===== src/hw/panel_pkg.sv =====
/*
 * Shared sizes, opcodes and bus types for the LED panel command controller.
 * Every RTL block refers to these by scoped name.
 */
`default_nettype none

package panel_pkg;

    // panel geometry
    localparam int PANEL_WIDTH = 16;
    localparam int PANEL_HEIGHT = 8;
    localparam int X_BITS = 4;
    localparam int Y_BITS = 3;
    localparam int FB_DEPTH = PANEL_WIDTH * PANEL_HEIGHT;
    localparam int BRIGHTNESS_LEVELS = 6;

    typedef logic [7:0] byte_t;
    // y in the high bits, x in the low bits
    typedef logic [X_BITS+Y_BITS-1:0] fb_addr_t;
    typedef logic [BRIGHTNESS_LEVELS-1:0] brightness_t;

    // host opcodes, plain ASCII
    localparam byte_t RED_ENABLE = "R";
    localparam byte_t RED_DISABLE = "r";
    localparam byte_t GREEN_ENABLE = "G";
    localparam byte_t GREEN_DISABLE = "g";
    localparam byte_t BLUE_ENABLE = "B";
    localparam byte_t BLUE_DISABLE = "b";
    localparam byte_t BRIGHTNESS_ZERO = "0";
    localparam byte_t BRIGHTNESS_ONE = "1";
    localparam byte_t BRIGHTNESS_TWO = "2";
    localparam byte_t BRIGHTNESS_THREE = "3";
    localparam byte_t BRIGHTNESS_FOUR = "4";
    localparam byte_t BRIGHTNESS_FIVE = "5";
    localparam byte_t BRIGHTNESS_SIX = "6";
    localparam byte_t BRIGHTNESS_NINE = "9";
    localparam byte_t READBRIGHTNESS = "T";
    localparam byte_t BLANKPANEL = "c";
    localparam byte_t FILLPANEL = "F";
    localparam byte_t PIXELWRITE = "P";

    typedef struct packed {
        logic we;
        fb_addr_t addr;
        byte_t data;
    } fb_write_t;

    typedef struct packed {
        logic red;
        logic green;
        logic blue;
    } rgb_enable_t;

    // load set: value is a brightness argument, otherwise an opcode
    typedef struct packed {
        logic strobe;
        logic load;
        byte_t value;
    } setting_req_t;

    typedef struct packed {
        logic start;
        byte_t color;
    } fill_req_t;

endpackage

`default_nettype wire

===== src/hw/panel_control_top.sv =====
/*
 * Top level of the LED panel command controller.
 * Takes host bytes and drives colour enables, brightness planes and frame-buffer writes.
 */
`timescale 1ns/1ps
`default_nettype none

module panel_control_top (
    input wire clk_in,
    input wire reset,
    input wire panel_pkg::byte_t data_rx,
    input wire data_ready_n,
    output panel_pkg::rgb_enable_t rgb_enable,
    output panel_pkg::brightness_t brightness,
    output panel_pkg::fb_write_t fb_write,
    output logic busy,
    output logic ready_for_data
);

    panel_pkg::setting_req_t setting_req;
    panel_pkg::fill_req_t fill_req;
    panel_pkg::fb_write_t fill_write;
    panel_pkg::fb_write_t pixel_write;
    panel_pkg::byte_t pixel_byte;
    logic pixel_strobe;
    logic fill_done;
    logic pixel_done;

    opcode_dispatch i_dispatch (
        .clk_in(clk_in),
        .reset(reset),
        .data_rx(data_rx),
        .data_ready_n(data_ready_n),
        .fill_write(fill_write),
        .fill_done(fill_done),
        .pixel_write(pixel_write),
        .pixel_done(pixel_done),
        .setting_req(setting_req),
        .fill_req(fill_req),
        .pixel_byte(pixel_byte),
        .pixel_strobe(pixel_strobe),
        .fb_write(fb_write),
        .busy(busy),
        .ready_for_data(ready_for_data)
    );

    display_settings i_settings (
        .clk_in(clk_in),
        .reset(reset),
        .setting_req(setting_req),
        .rgb_enable(rgb_enable),
        .brightness(brightness)
    );

    // serves both blank (colour 0) and fill
    cmd_fill_engine i_fill (
        .clk_in(clk_in),
        .reset(reset),
        .fill_req(fill_req),
        .fill_write(fill_write),
        .fill_done(fill_done)
    );

    cmd_pixel_write i_pixel (
        .clk_in(clk_in),
        .reset(reset),
        .pixel_byte(pixel_byte),
        .pixel_strobe(pixel_strobe),
        .pixel_write(pixel_write),
        .pixel_done(pixel_done)
    );

endmodule

`default_nettype wire


===== src/hw/cmd_pixel_write.sv =====
/*
 * Collects x, y and colour bytes for one pixel and issues a single frame-buffer write.
 * The write and the done pulse come one cycle after the colour byte.
 */
`timescale 1ns/1ps
`default_nettype none

module cmd_pixel_write (
    input wire clk_in,
    input wire reset,
    input wire panel_pkg::byte_t pixel_byte,
    input wire pixel_strobe,
    output panel_pkg::fb_write_t pixel_write,
    output logic pixel_done
);

    logic [1:0] arg_count;
    logic [panel_pkg::X_BITS-1:0] x_reg;
    logic [panel_pkg::Y_BITS-1:0] y_reg;
    logic write_we;
    panel_pkg::fb_addr_t write_addr;
    panel_pkg::byte_t write_data;

    always_ff @(posedge clk_in) begin
        if (reset) begin
            arg_count <= 2'd0;
            write_we <= 1'b0;
        end else begin
            write_we <= 1'b0;
            if (pixel_strobe) begin
                if (arg_count == 2'd2) begin
                    write_we <= 1'b1;
                    arg_count <= 2'd0;
                end else begin
                    arg_count <= arg_count + 2'd1;
                end
            end
        end
    end

    // coordinates keep only their low bits
    always_ff @(posedge clk_in) begin
        if (pixel_strobe) begin
            case (arg_count)
                2'd0: x_reg <= pixel_byte[panel_pkg::X_BITS-1:0];
                2'd1: y_reg <= pixel_byte[panel_pkg::Y_BITS-1:0];
                default: begin
                    write_addr <= {y_reg, x_reg};
                    write_data <= pixel_byte;
                end
            endcase
        end
    end

    assign pixel_write.we = write_we;
    assign pixel_write.addr = write_addr;
    assign pixel_write.data = write_data;
    assign pixel_done = write_we;

    // each host byte must be counted once
    a_one_strobe_per_byte: assert property (@(posedge clk_in) disable iff (reset)
        pixel_strobe |=> !pixel_strobe)
        else $error("pixel byte strobed on consecutive cycles");

endmodule

`default_nettype wire


===== src/hw/cmd_fill_engine.sv =====
/*
 * Sweeps every frame-buffer address once, ascending, with a single colour.
 * Used for both blank (colour 0) and fill panel.
 */
`timescale 1ns/1ps
`default_nettype none

module cmd_fill_engine (
    input wire clk_in,
    input wire reset,
    input wire panel_pkg::fill_req_t fill_req,
    output panel_pkg::fb_write_t fill_write,
    output logic fill_done
);

    logic active;
    panel_pkg::fb_addr_t addr;
    panel_pkg::byte_t color;
    logic last_addr;

    assign last_addr = (addr == panel_pkg::fb_addr_t'(panel_pkg::FB_DEPTH - 1));

    always_ff @(posedge clk_in) begin
        if (reset) begin
            active <= 1'b0;
            addr <= '0;
        end else if (fill_req.start) begin
            active <= 1'b1;
            addr <= '0;
        end else if (active) begin
            if (last_addr) begin
                active <= 1'b0;
            end
            addr <= addr + 1'b1;
        end
    end

    always_ff @(posedge clk_in) begin
        if (fill_req.start) begin
            color <= fill_req.color;
        end
    end

    // one write per cycle while active
    assign fill_write.we = active;
    assign fill_write.addr = addr;
    assign fill_write.data = color;
    assign fill_done = active && last_addr;

    // a new sweep may only start once the previous one has ended
    a_no_restart: assert property (@(posedge clk_in) disable iff (reset)
        fill_req.start |-> !active)
        else $error("fill start during a sweep");

endmodule

`default_nettype wire


===== src/hw/display_settings.sv =====
/*
 * Colour-enable and brightness-plane registers.
 * Applies setting opcodes and brightness arguments from the dispatcher.
 */
`timescale 1ns/1ps
`default_nettype none

module display_settings (
    input wire clk_in,
    input wire reset,
    input wire panel_pkg::setting_req_t setting_req,
    output panel_pkg::rgb_enable_t rgb_enable,
    output panel_pkg::brightness_t brightness
);

    localparam int TOP = panel_pkg::BRIGHTNESS_LEVELS - 1;

    always_ff @(posedge clk_in) begin
        if (reset) begin
            rgb_enable <= '1;
            brightness <= '1;
        end else if (setting_req.strobe) begin
            if (setting_req.load) begin
                brightness <= setting_req.value[panel_pkg::BRIGHTNESS_LEVELS-1:0];
            end else begin
                case (setting_req.value)
                    panel_pkg::RED_ENABLE: rgb_enable.red <= 1'b1;
                    panel_pkg::RED_DISABLE: rgb_enable.red <= 1'b0;
                    panel_pkg::GREEN_ENABLE: rgb_enable.green <= 1'b1;
                    panel_pkg::GREEN_DISABLE: rgb_enable.green <= 1'b0;
                    panel_pkg::BLUE_ENABLE: rgb_enable.blue <= 1'b1;
                    panel_pkg::BLUE_DISABLE: rgb_enable.blue <= 1'b0;
                    // '1' flips the most significant plane, '6' the least
                    panel_pkg::BRIGHTNESS_ONE: begin
                        brightness[TOP] <= ~brightness[TOP];
                    end
                    panel_pkg::BRIGHTNESS_TWO: begin
                        brightness[TOP-1] <= ~brightness[TOP-1];
                    end
                    panel_pkg::BRIGHTNESS_THREE: begin
                        brightness[TOP-2] <= ~brightness[TOP-2];
                    end
                    panel_pkg::BRIGHTNESS_FOUR: begin
                        brightness[TOP-3] <= ~brightness[TOP-3];
                    end
                    panel_pkg::BRIGHTNESS_FIVE: begin
                        brightness[TOP-4] <= ~brightness[TOP-4];
                    end
                    panel_pkg::BRIGHTNESS_SIX: begin
                        brightness[TOP-5] <= ~brightness[TOP-5];
                    end
                    panel_pkg::BRIGHTNESS_ZERO: brightness <= '0;
                    panel_pkg::BRIGHTNESS_NINE: brightness <= '1;
                    default: begin
                    end
                endcase
            end
        end
    end

endmodule

`default_nettype wire


===== src/hw/opcode_dispatch.sv =====
/*
 * Latches host bytes, runs the command FSM and hands work to the settings block
 * and the two frame-buffer engines. Also picks which engine drives the frame-buffer write.
 */
`timescale 1ns/1ps
`default_nettype none

module opcode_dispatch (
    input wire clk_in,
    input wire reset,
    input wire panel_pkg::byte_t data_rx,
    input wire data_ready_n,
    input wire panel_pkg::fb_write_t fill_write,
    input wire fill_done,
    input wire panel_pkg::fb_write_t pixel_write,
    input wire pixel_done,
    output panel_pkg::setting_req_t setting_req,
    output panel_pkg::fill_req_t fill_req,
    output panel_pkg::byte_t pixel_byte,
    output logic pixel_strobe,
    output panel_pkg::fb_write_t fb_write,
    output logic busy,
    output logic ready_for_data
);

    typedef enum logic [2:0] {
        ST_IDLE,
        ST_BRIGHT_ARG,
        ST_FILL_COLOR,
        ST_FILL,
        ST_PIXEL
    } state_t;

    typedef enum logic [2:0] {
        CLS_NONE,
        CLS_SETTING,
        CLS_BRIGHT_ARG,
        CLS_BLANK,
        CLS_FILL,
        CLS_PIXEL
    } op_class_t;

    state_t state;
    panel_pkg::byte_t rx_byte;
    logic rx_valid;
    logic accept;
    op_class_t op_class;

    function automatic op_class_t classify(input panel_pkg::byte_t op);
        case (op)
            panel_pkg::RED_ENABLE, panel_pkg::RED_DISABLE,
            panel_pkg::GREEN_ENABLE, panel_pkg::GREEN_DISABLE,
            panel_pkg::BLUE_ENABLE, panel_pkg::BLUE_DISABLE,
            panel_pkg::BRIGHTNESS_ZERO, panel_pkg::BRIGHTNESS_ONE,
            panel_pkg::BRIGHTNESS_TWO, panel_pkg::BRIGHTNESS_THREE,
            panel_pkg::BRIGHTNESS_FOUR, panel_pkg::BRIGHTNESS_FIVE,
            panel_pkg::BRIGHTNESS_SIX, panel_pkg::BRIGHTNESS_NINE: return CLS_SETTING;
            panel_pkg::READBRIGHTNESS: return CLS_BRIGHT_ARG;
            panel_pkg::BLANKPANEL: return CLS_BLANK;
            panel_pkg::FILLPANEL: return CLS_FILL;
            panel_pkg::PIXELWRITE: return CLS_PIXEL;
            default: return CLS_NONE;
        endcase
    endfunction

    assign accept = !data_ready_n && ready_for_data;
    assign op_class = classify(rx_byte);

    // byte is valid for exactly one cycle after the edge that took it
    always_ff @(posedge clk_in) begin
        if (reset) begin
            rx_valid <= 1'b0;
        end else begin
            rx_valid <= accept;
        end
    end

    always_ff @(posedge clk_in) begin
        if (accept) begin
            rx_byte <= data_rx;
        end
    end

    always_ff @(posedge clk_in) begin
        if (reset) begin
            state <= ST_IDLE;
        end else begin
            case (state)
                ST_IDLE: begin
                    if (rx_valid) begin
                        case (op_class)
                            CLS_BRIGHT_ARG: state <= ST_BRIGHT_ARG;
                            CLS_BLANK: state <= ST_FILL;
                            CLS_FILL: state <= ST_FILL_COLOR;
                            CLS_PIXEL: state <= ST_PIXEL;
                            default: state <= ST_IDLE;
                        endcase
                    end
                end
                ST_BRIGHT_ARG: if (rx_valid) state <= ST_IDLE;
                ST_FILL_COLOR: if (rx_valid) state <= ST_FILL;
                ST_FILL: if (fill_done) state <= ST_IDLE;
                ST_PIXEL: if (pixel_done) state <= ST_IDLE;
                default: state <= ST_IDLE;
            endcase
        end
    end

    always_comb begin
        setting_req.value = rx_byte;
        setting_req.strobe = rx_valid && ((state == ST_BRIGHT_ARG) ||
                             (state == ST_IDLE && op_class == CLS_SETTING));
        setting_req.load = (state == ST_BRIGHT_ARG);
        // blank is a fill with colour 0
        fill_req.color = (state == ST_FILL_COLOR) ? rx_byte : '0;
        fill_req.start = rx_valid && ((state == ST_FILL_COLOR) ||
                         (state == ST_IDLE && op_class == CLS_BLANK));
    end

    assign pixel_byte = rx_byte;
    assign pixel_strobe = rx_valid && (state == ST_PIXEL);

    always_comb begin
        case (state)
            ST_FILL: fb_write = fill_write;
            ST_PIXEL: fb_write = pixel_write;
            default: fb_write = '0;
        endcase
    end

    assign busy = (state != ST_IDLE) || rx_valid;
    assign ready_for_data = (state != ST_FILL) && !rx_valid;

    // host must respect back-pressure
    a_host_backpressure: assert property (@(posedge clk_in) disable iff (reset)
        !data_ready_n |-> ready_for_data)
        else $error("host strobe while not ready");

    a_fill_done_in_fill: assert property (@(posedge clk_in) disable iff (reset)
        fill_done |-> state == ST_FILL)
        else $error("fill done outside fill state");

endmodule

`default_nettype wire


===== config.mk =====
export PLATFORM = sky130hd
export DESIGN_NAME = panel_control_top
export DESIGN_NICKNAME = d
export VERILOG_FILES = /design/src/hw/panel_pkg.sv /design/src/hw/panel_control_top.sv /design/src/hw/cmd_pixel_write.sv /design/src/hw/cmd_fill_engine.sv /design/src/hw/display_settings.sv /design/src/hw/opcode_dispatch.sv
export SDC_FILE = /design/constraint.sdc
export NUM_CORES = 1
export LEC_CHECK = 0
export CAP_MARGIN = 20
export CORE_UTILIZATION = 55
export DETAILED_ROUTE_END_ITERATION = 8
export DONT_BUFFER_PORTS = 1
export HOLD_SLACK_MARGIN = 0.1
export PLACE_DENSITY = 0.78
export SYNTH_ARGS = -nofsm -noshare
export SYNTH_HDL_FRONTEND = slang
export SYNTH_SLANG_ARGS = --single-unit

===== constraint.sdc =====
create_clock -name clk_in -period 3.2 [get_ports clk_in]
set_clock_uncertainty 0.2 [all_clocks]
set_input_delay 0.32 -clock clk_in [delete_from_list [all_inputs] [get_ports clk_in]]
set_output_delay 0.32 -clock clk_in [all_outputs]
set_load 0.05 [all_outputs]

==> flow_summary.ini, run 1 <==
[hold_path]
hold_depth = 0
hold_path.class = reg2reg

[synth]
synth_edf_count = 38
netlist_instances = 273
ys_async_sr_fraction_pct = 0
yosysSeqAreaShare_pct = 54.59
yosys_warnings = 0
syn_area_mm2 = 0.002970
avgSynthCellArea_um2 = 10.88
synth_cell_types = 53
ys_ff_latch = 62
ys.flop_type = edfxtp_1
synth_nets = 285

[drt]
drtIter0Drc = 209
route.detailed.wl_per_inst_um = 19.28
vias = 2275
finalWirelength_um = 7017
first_pass_iters = 4
drc = 0
vias_per_cell = 6.250
postRouteAntennaNets = 0

[placement]
io_buffers = 0
hpwl_um = 4761
gp_congestion = 0.9096
place_ws_ns = 0.4275

[clocking]
numCtsBuffers = 9
clock_path_buffers = 2
insertion_delay_ns = 0.34
clkTransAtPathRegs_ns = 0.07
holdBufCountCts = 10
cts.htree.levels = 3
root_buffer = clkbuf_8
post_cts.repair.setup_buffers = 0
clock-sinks = 62
cts_resized = 0
cts_tree = built

[timing]
setup_violations = 0
period_share_pct = 88.32
tns_ns = 0
rsz0062_at_grt = false
report.final.slew_viol_count = 0
max_freq_mhz = 353.8
hold_viol = 0
layout_min_cycle_time_ns = 2.826
max_slew.worst_pin.slew_ns = 0.8723
slew_headroom_pct = 41.63
worst_slack_ns = 0.3738

[layout]
diodes = 0
drive_gt1_share_pct = 13.27
nFillCells = 420
syn_to_final_growth_pct = 13.40
nNetsFinal = 301

[floorplan]
dieArea_mm2 = 0.005699
initial_core_util_pct = 57.79
fp-row-count = 26
boundaryPins = 38
die_h_um = 75.49
coreArea_mm2 = 0.005140
die_w_um = 75.49

[pwr]
peakVddDrop_mv = 0.3686
p_leak_uw = 0.001213
power_density_mw_per_mm2 = 486.3

[worst_setup_path]
reg2reg_depth = 7
path_class = reg2reg
end_kind = flop
regToRegEndpoint = i_settings.brightness[5]$_SDFFE_PP1P_
worst-path-max-fanout = 17
crit_path_start_kind = flop
r2r_start = i_dispatch.pixel_byte[0]$_DFFE_PP_
arrival_ns = 2.86
worst-r2r-setup-slack_ns = 0.37
crit_end = i_settings.brightness[5]$_SDFFE_PP1P_
worst_ep_required_time_ns = 3.23
crit_path_start = i_dispatch.pixel_byte[0]$_DFFE_PP_

[flow_run]
maxCapViolCount = 0

[global_route]
grt_pass1_wl_um = 10990
grt_start_max_net_pins = 22
first_global_vias = 2153
grt_use_total_pct = 27.09
antenna_found_initial = 0
overflow = 0

[outcome]
status = completed
[metal layers]
metal	up-vias	part of all wire, %	global-route usage, %	wire [um]
met5	-	0	0	0
met2	80	47	41.96	3322
met4	0	1.6	13.79	112
met3	10	6.4	5.556	448
li1	1076	-	-	-
met1	1109	45	36.33	3134
[placed cells by master, fill, tap and decap left out, drive strengths merged, types with 4 or more instances in the layout]
cell,instances
xnor2,4
edfxtp,38
a31oi,4
o211ai,4
a221o,6
dlygate4sd3,10
nor2b,6
nand3,8
nand2,19
and3,10
nor3b,8
buf,12
a21oi,8
nor2,23
xor2,5
nor3,6
nor4,4
inv,7
a22o,16
clkinv,5
o21ai,11
clkbuf,10
nand4,7
dfxtp,24
[cell families (layout without fill, tap and decap cells)]
logic type,after synthesis,in the layout,share of synthesized area [%]
adder cells (fa/ha/maj),1,1,0.4212
XOR/XNOR,9,9,2.654
flip-flops,62,62,54.59
buffers and inverters,24,45,3.244
multiplexers,3,3,1.011
AND/OR/NAND/NOR,105,105,19.59
AO/OA/AOI/OAI,69,69,18.49
[worst max-delay path, cell delays in order (launching register included)]
cell and delay [ns]:
edfxtp_1 0.39, buf_4 0.22, nor2_1 0.40, o2111ai_1 0.27, o211a_4 0.23, a211oi_4 0.49, o221ai_2 0.14, a221o_1 0.37
[cells in the mapped netlist (3+ instances only)]
cell / number / area share (%)
xnor2_1: 4 / 1.2
nor3b_1: 5 / 1.3
nor2_1: 23 / 2.9
nand4_1: 7 / 1.5
mux2i_1: 3 / 1.0
or2_2: 3 / 0.63
a22o_1: 16 / 4.7
dfxtp_1: 24 / 16
a221o_1: 6 / 2.0
a31oi_1: 4 / 0.84
clkbuf_1: 12 / 1.5
nand3_1: 8 / 1.3
nor4_1: 4 / 0.84
xor2_1: 5 / 1.5
and3_1: 10 / 2.1
a21oi_1: 8 / 1.3
edfxtp_1: 38 / 38
inv_1: 7 / 0.88
nor2b_1: 6 / 1.3
o21ai_0: 11 / 1.9
o211ai_1: 4 / 1.0
o22a_1: 3 / 0.88
nor3_1: 6 / 1.0
nand2_1: 18 / 2.3
[metrics by stage]
step                total power (uW)  instances  utilization, %  hold slack (ns)  instance area [um2]
finish                          1638        364           65.53           0.2201                 3368
global route                    1676        364           65.53           0.2247                 3368
CTS                             1639        364           65.53           0.2175                 3368
detailed placement             965.4        338           59.88           0.2003                 3078
global placement               964.9        338           59.88           0.1970                 3078
floorplan                      942.2        273               -           0.1971                 2970
[layout make-up]
class,count,area (um2),share of cell area [%]
flip-flops and latches,62,1622,48.14
inverters,7,26.28,0.7801
well taps,70,87.58,2.600
clock inverters,6,62.56,1.857
clock buffers,10,127.6,3.789
multi-input cells,187,1252,37.18
repair buffers,22,190.2,5.646
[worst min path at each step]
| stage | start | end | slack (ns) |
|---|---|---|---|
| finish | i_pixel.y_reg[1]$_DFFE_PP_ | i_pixel.write_addr[5]$_DFFE_PP_ | 0.22 |
| CTS | i_pixel.y_reg[0]$_DFFE_PP_ | i_pixel.write_addr[4]$_DFFE_PP_ | 0.22 |
| floorplan | data_ready_n | i_dispatch.rx_valid$_SDFF_PP0_ | 0.20 |
| global placement | reset | i_pixel.arg_count[0]$_SDFFE_PP0P_ | 0.20 |
| global route | i_pixel.y_reg[1]$_DFFE_PP_ | i_pixel.write_addr[5]$_DFFE_PP_ | 0.22 |
| detailed placement | reset | i_pixel.arg_count[1]$_SDFFE_PP0P_ | 0.20 |
[where the power goes]
part | internal, uW | switching (uW) | total (uW)
logic | 37.2 | 63.3 | 100
registers | 851 | 10.8 | 862
clock network | 358 | 317 | 676
total | 1250 | 391 | 1640
Note: power is estimated with default switching activity, not from simulation.
==> run 2: changes to the inputs <==
==> constraint.sdc (replaced) <==
create_clock -name clk_in -period 3.2 [get_ports clk_in]
set_clock_uncertainty 0.2 [all_clocks]
set_input_delay 0.64 -clock clk_in [delete_from_list [all_inputs] [get_ports clk_in]]
set_output_delay 0.64 -clock clk_in [all_outputs]
set_load 0.05 [all_outputs]
==> run 2 against run 1 <==
Sequential power increased by 1%. Non-clock buffer count grew 5. Final cell count rose by 1.4%. Global-route usage shrank 2.0 points.
==> flow_summary.ini, run 2 (synthesized netlist as in run 1, its figures left out) <==
[global_route]
grt_start_max_net_pins = 20
antenna_found_initial = 0
grt.met2_usage_pct = 36.01
use_met1_pct = 35.42
overflow = 0
first_global_vias = 1999
grt_busiest_layer = met2
grt_use_total_pct = 25.07
grt.met3_usage_pct = 6.614
grt_pass1_wl_um = 10180

[timing]
setup_violations = 0
period_share_pct = 85.95
hold_viol = 0
tns_ns = 0
layout_min_cycle_time_ns = 2.750
slew_headroom_pct = 51.76
max_freq_mhz = 363.6
rsz0062_at_grt = false
report.final.slew_viol_count = 0
max_slew.worst_pin.slew_ns = 0.7236

[clocking]
insertion_delay_ns = 0.34
cts.htree.levels = 3
clock_path_buffers = 2
clock-sinks = 62
root_buffer = clkbuf_8
post_cts.repair.setup_buffers = 0
cts_resized = 0
clkTransAtPathRegs_ns = 0.07
cts_tree = built
holdBufCountCts = 0
numCtsBuffers = 9

[floorplan]
initial_core_util_pct = 57.79
die_h_um = 75.49
die_w_um = 75.49
coreArea_mm2 = 0.005140
boundaryPins = 38
fp-row-count = 26
dieArea_mm2 = 0.005699

[layout]
nFillCells = 416
nNetsFinal = 306
final_cell_mix = edfxtp_1, buf_4, dfxtp_1, nor2_1, nand2_1
diodes = 0
drive_gt1_share_pct = 18.06
syn_to_final_growth_pct = 14.91
mostFrequentLayoutCell = edfxtp_1

[drt]
first_pass_iters = 5
drtIter0Drc = 185
drc = 0
vias_per_cell = 6.100
finalWirelength_um = 6398
vias = 2251
route.detailed.wl_per_inst_um = 17.34
postRouteAntennaNets = 0

[worst_setup_path]
reg2reg_depth = 6
crit_path_start_kind = flop
end_kind = flop
worst-path-max-fanout = 15
r2r_start = i_dispatch.pixel_byte[3]$_DFFE_PP_
worst_ep_required_time_ns = 3.23
arrival_ns = 2.78
regToRegEndpoint = i_settings.brightness[2]$_SDFFE_PP1P_
path_class = reg2reg
worst-r2r-setup-slack_ns = 0.45

[flow_run]
maxCapViolCount = 0

[hold_path]
hold_path.class = in2reg
hold_depth = 1
min_to = i_dispatch.rx_valid$_SDFF_PP0_
hp-start = data_ready_n

[outcome]
status = completed

[placement]
hpwl_um = 4433
io_buffers = 0
gp_congestion = 0.9229

[pwr]
power_uw = 1702
p_leak_uw = 0.001263
peakVddDrop_mv = 0.3596
power_density_mw_per_mm2 = 498.5
[run 2: changes by cell type in the layout (fill, tap and decap cells not counted), sizes merged]
cell	delta
bufinv	+1
buf	+15
inv	+1
clkinv	-2
dlygate4sd3	-10
[run 2: critical path, stage by stage, from the launching register on]
cell	delay, ns
edfxtp_1	0.61
nor2_1	0.43
a31oi_1	0.15
a32o_1	0.29
a211oi_4	0.45
o221ai_1	0.18
a221o_1	0.32
[run 2: routing by layer]
metal	routed length, um	up-vias
met2	2913	102
met5	0	-
li1	-	1078
met1	2920	1059
met4	133	0
met3	430	12
[run 2: through the flow]
stage	hold slack, ns	setup WS [ns]	instance area [um2]	std cells	utilization (%)
after floorplan	0.2003	0.6084	2970	273	-
after global placement	0.2010	0.5154	3191	353	62.07
after detailed placement	0.2045	0.4838	3191	353	62.07
after CTS	0.1606	0.4517	3413	369	66.41
after global routing	0.1577	0.2840	3413	369	66.41
final	0.1679	0.4497	3413	369	66.41
[run 2: cell type report]
| type | instances | area, um2 | area share, % |
|---|---|---|---|
| inverter | 7 | 26.28 | 0.7698 |
| timing repair buffer | 27 | 202.7 | 5.938 |
| sequential | 62 | 1622 | 47.51 |
| clock inverter | 6 | 95.09 | 2.786 |
| multi-input combinational | 187 | 1252 | 36.69 |
| tap | 70 | 87.58 | 2.566 |
| clock buffer | 10 | 127.6 | 3.739 |
[run 2: worst max path at each step]
stage / from / endpoint / slack [ns] / cells after the start
after floorplan: i_dispatch.state[0]$_SDFFE_PP0P_ / fb_write[0] / 0.61 / 5
after detailed placement: i_dispatch.pixel_byte[3]$_DFFE_PP_ / i_settings.brightness[1]$_SDFFE_PP1P_ / 0.48 / 6
after CTS: i_dispatch.pixel_byte[3]$_DFFE_PP_ / i_settings.brightness[5]$_SDFFE_PP1P_ / 0.45 / 6
final: i_dispatch.pixel_byte[3]$_DFFE_PP_ / i_settings.brightness[2]$_SDFFE_PP1P_ / 0.45 / 6
after global routing: i_dispatch.pixel_byte[3]$_DFFE_PP_ / i_settings.brightness[1]$_SDFFE_PP1P_ / 0.28 / 6
after global placement: i_dispatch.pixel_byte[1]$_DFFE_PP_ / i_settings.brightness[5]$_SDFFE_PP1P_ / 0.52 / 6
[run 2: power by group]
part,internal [uW],switching [uW]
Clock,445,311
Combinational,28.3,46.8
Sequential,852,19.2
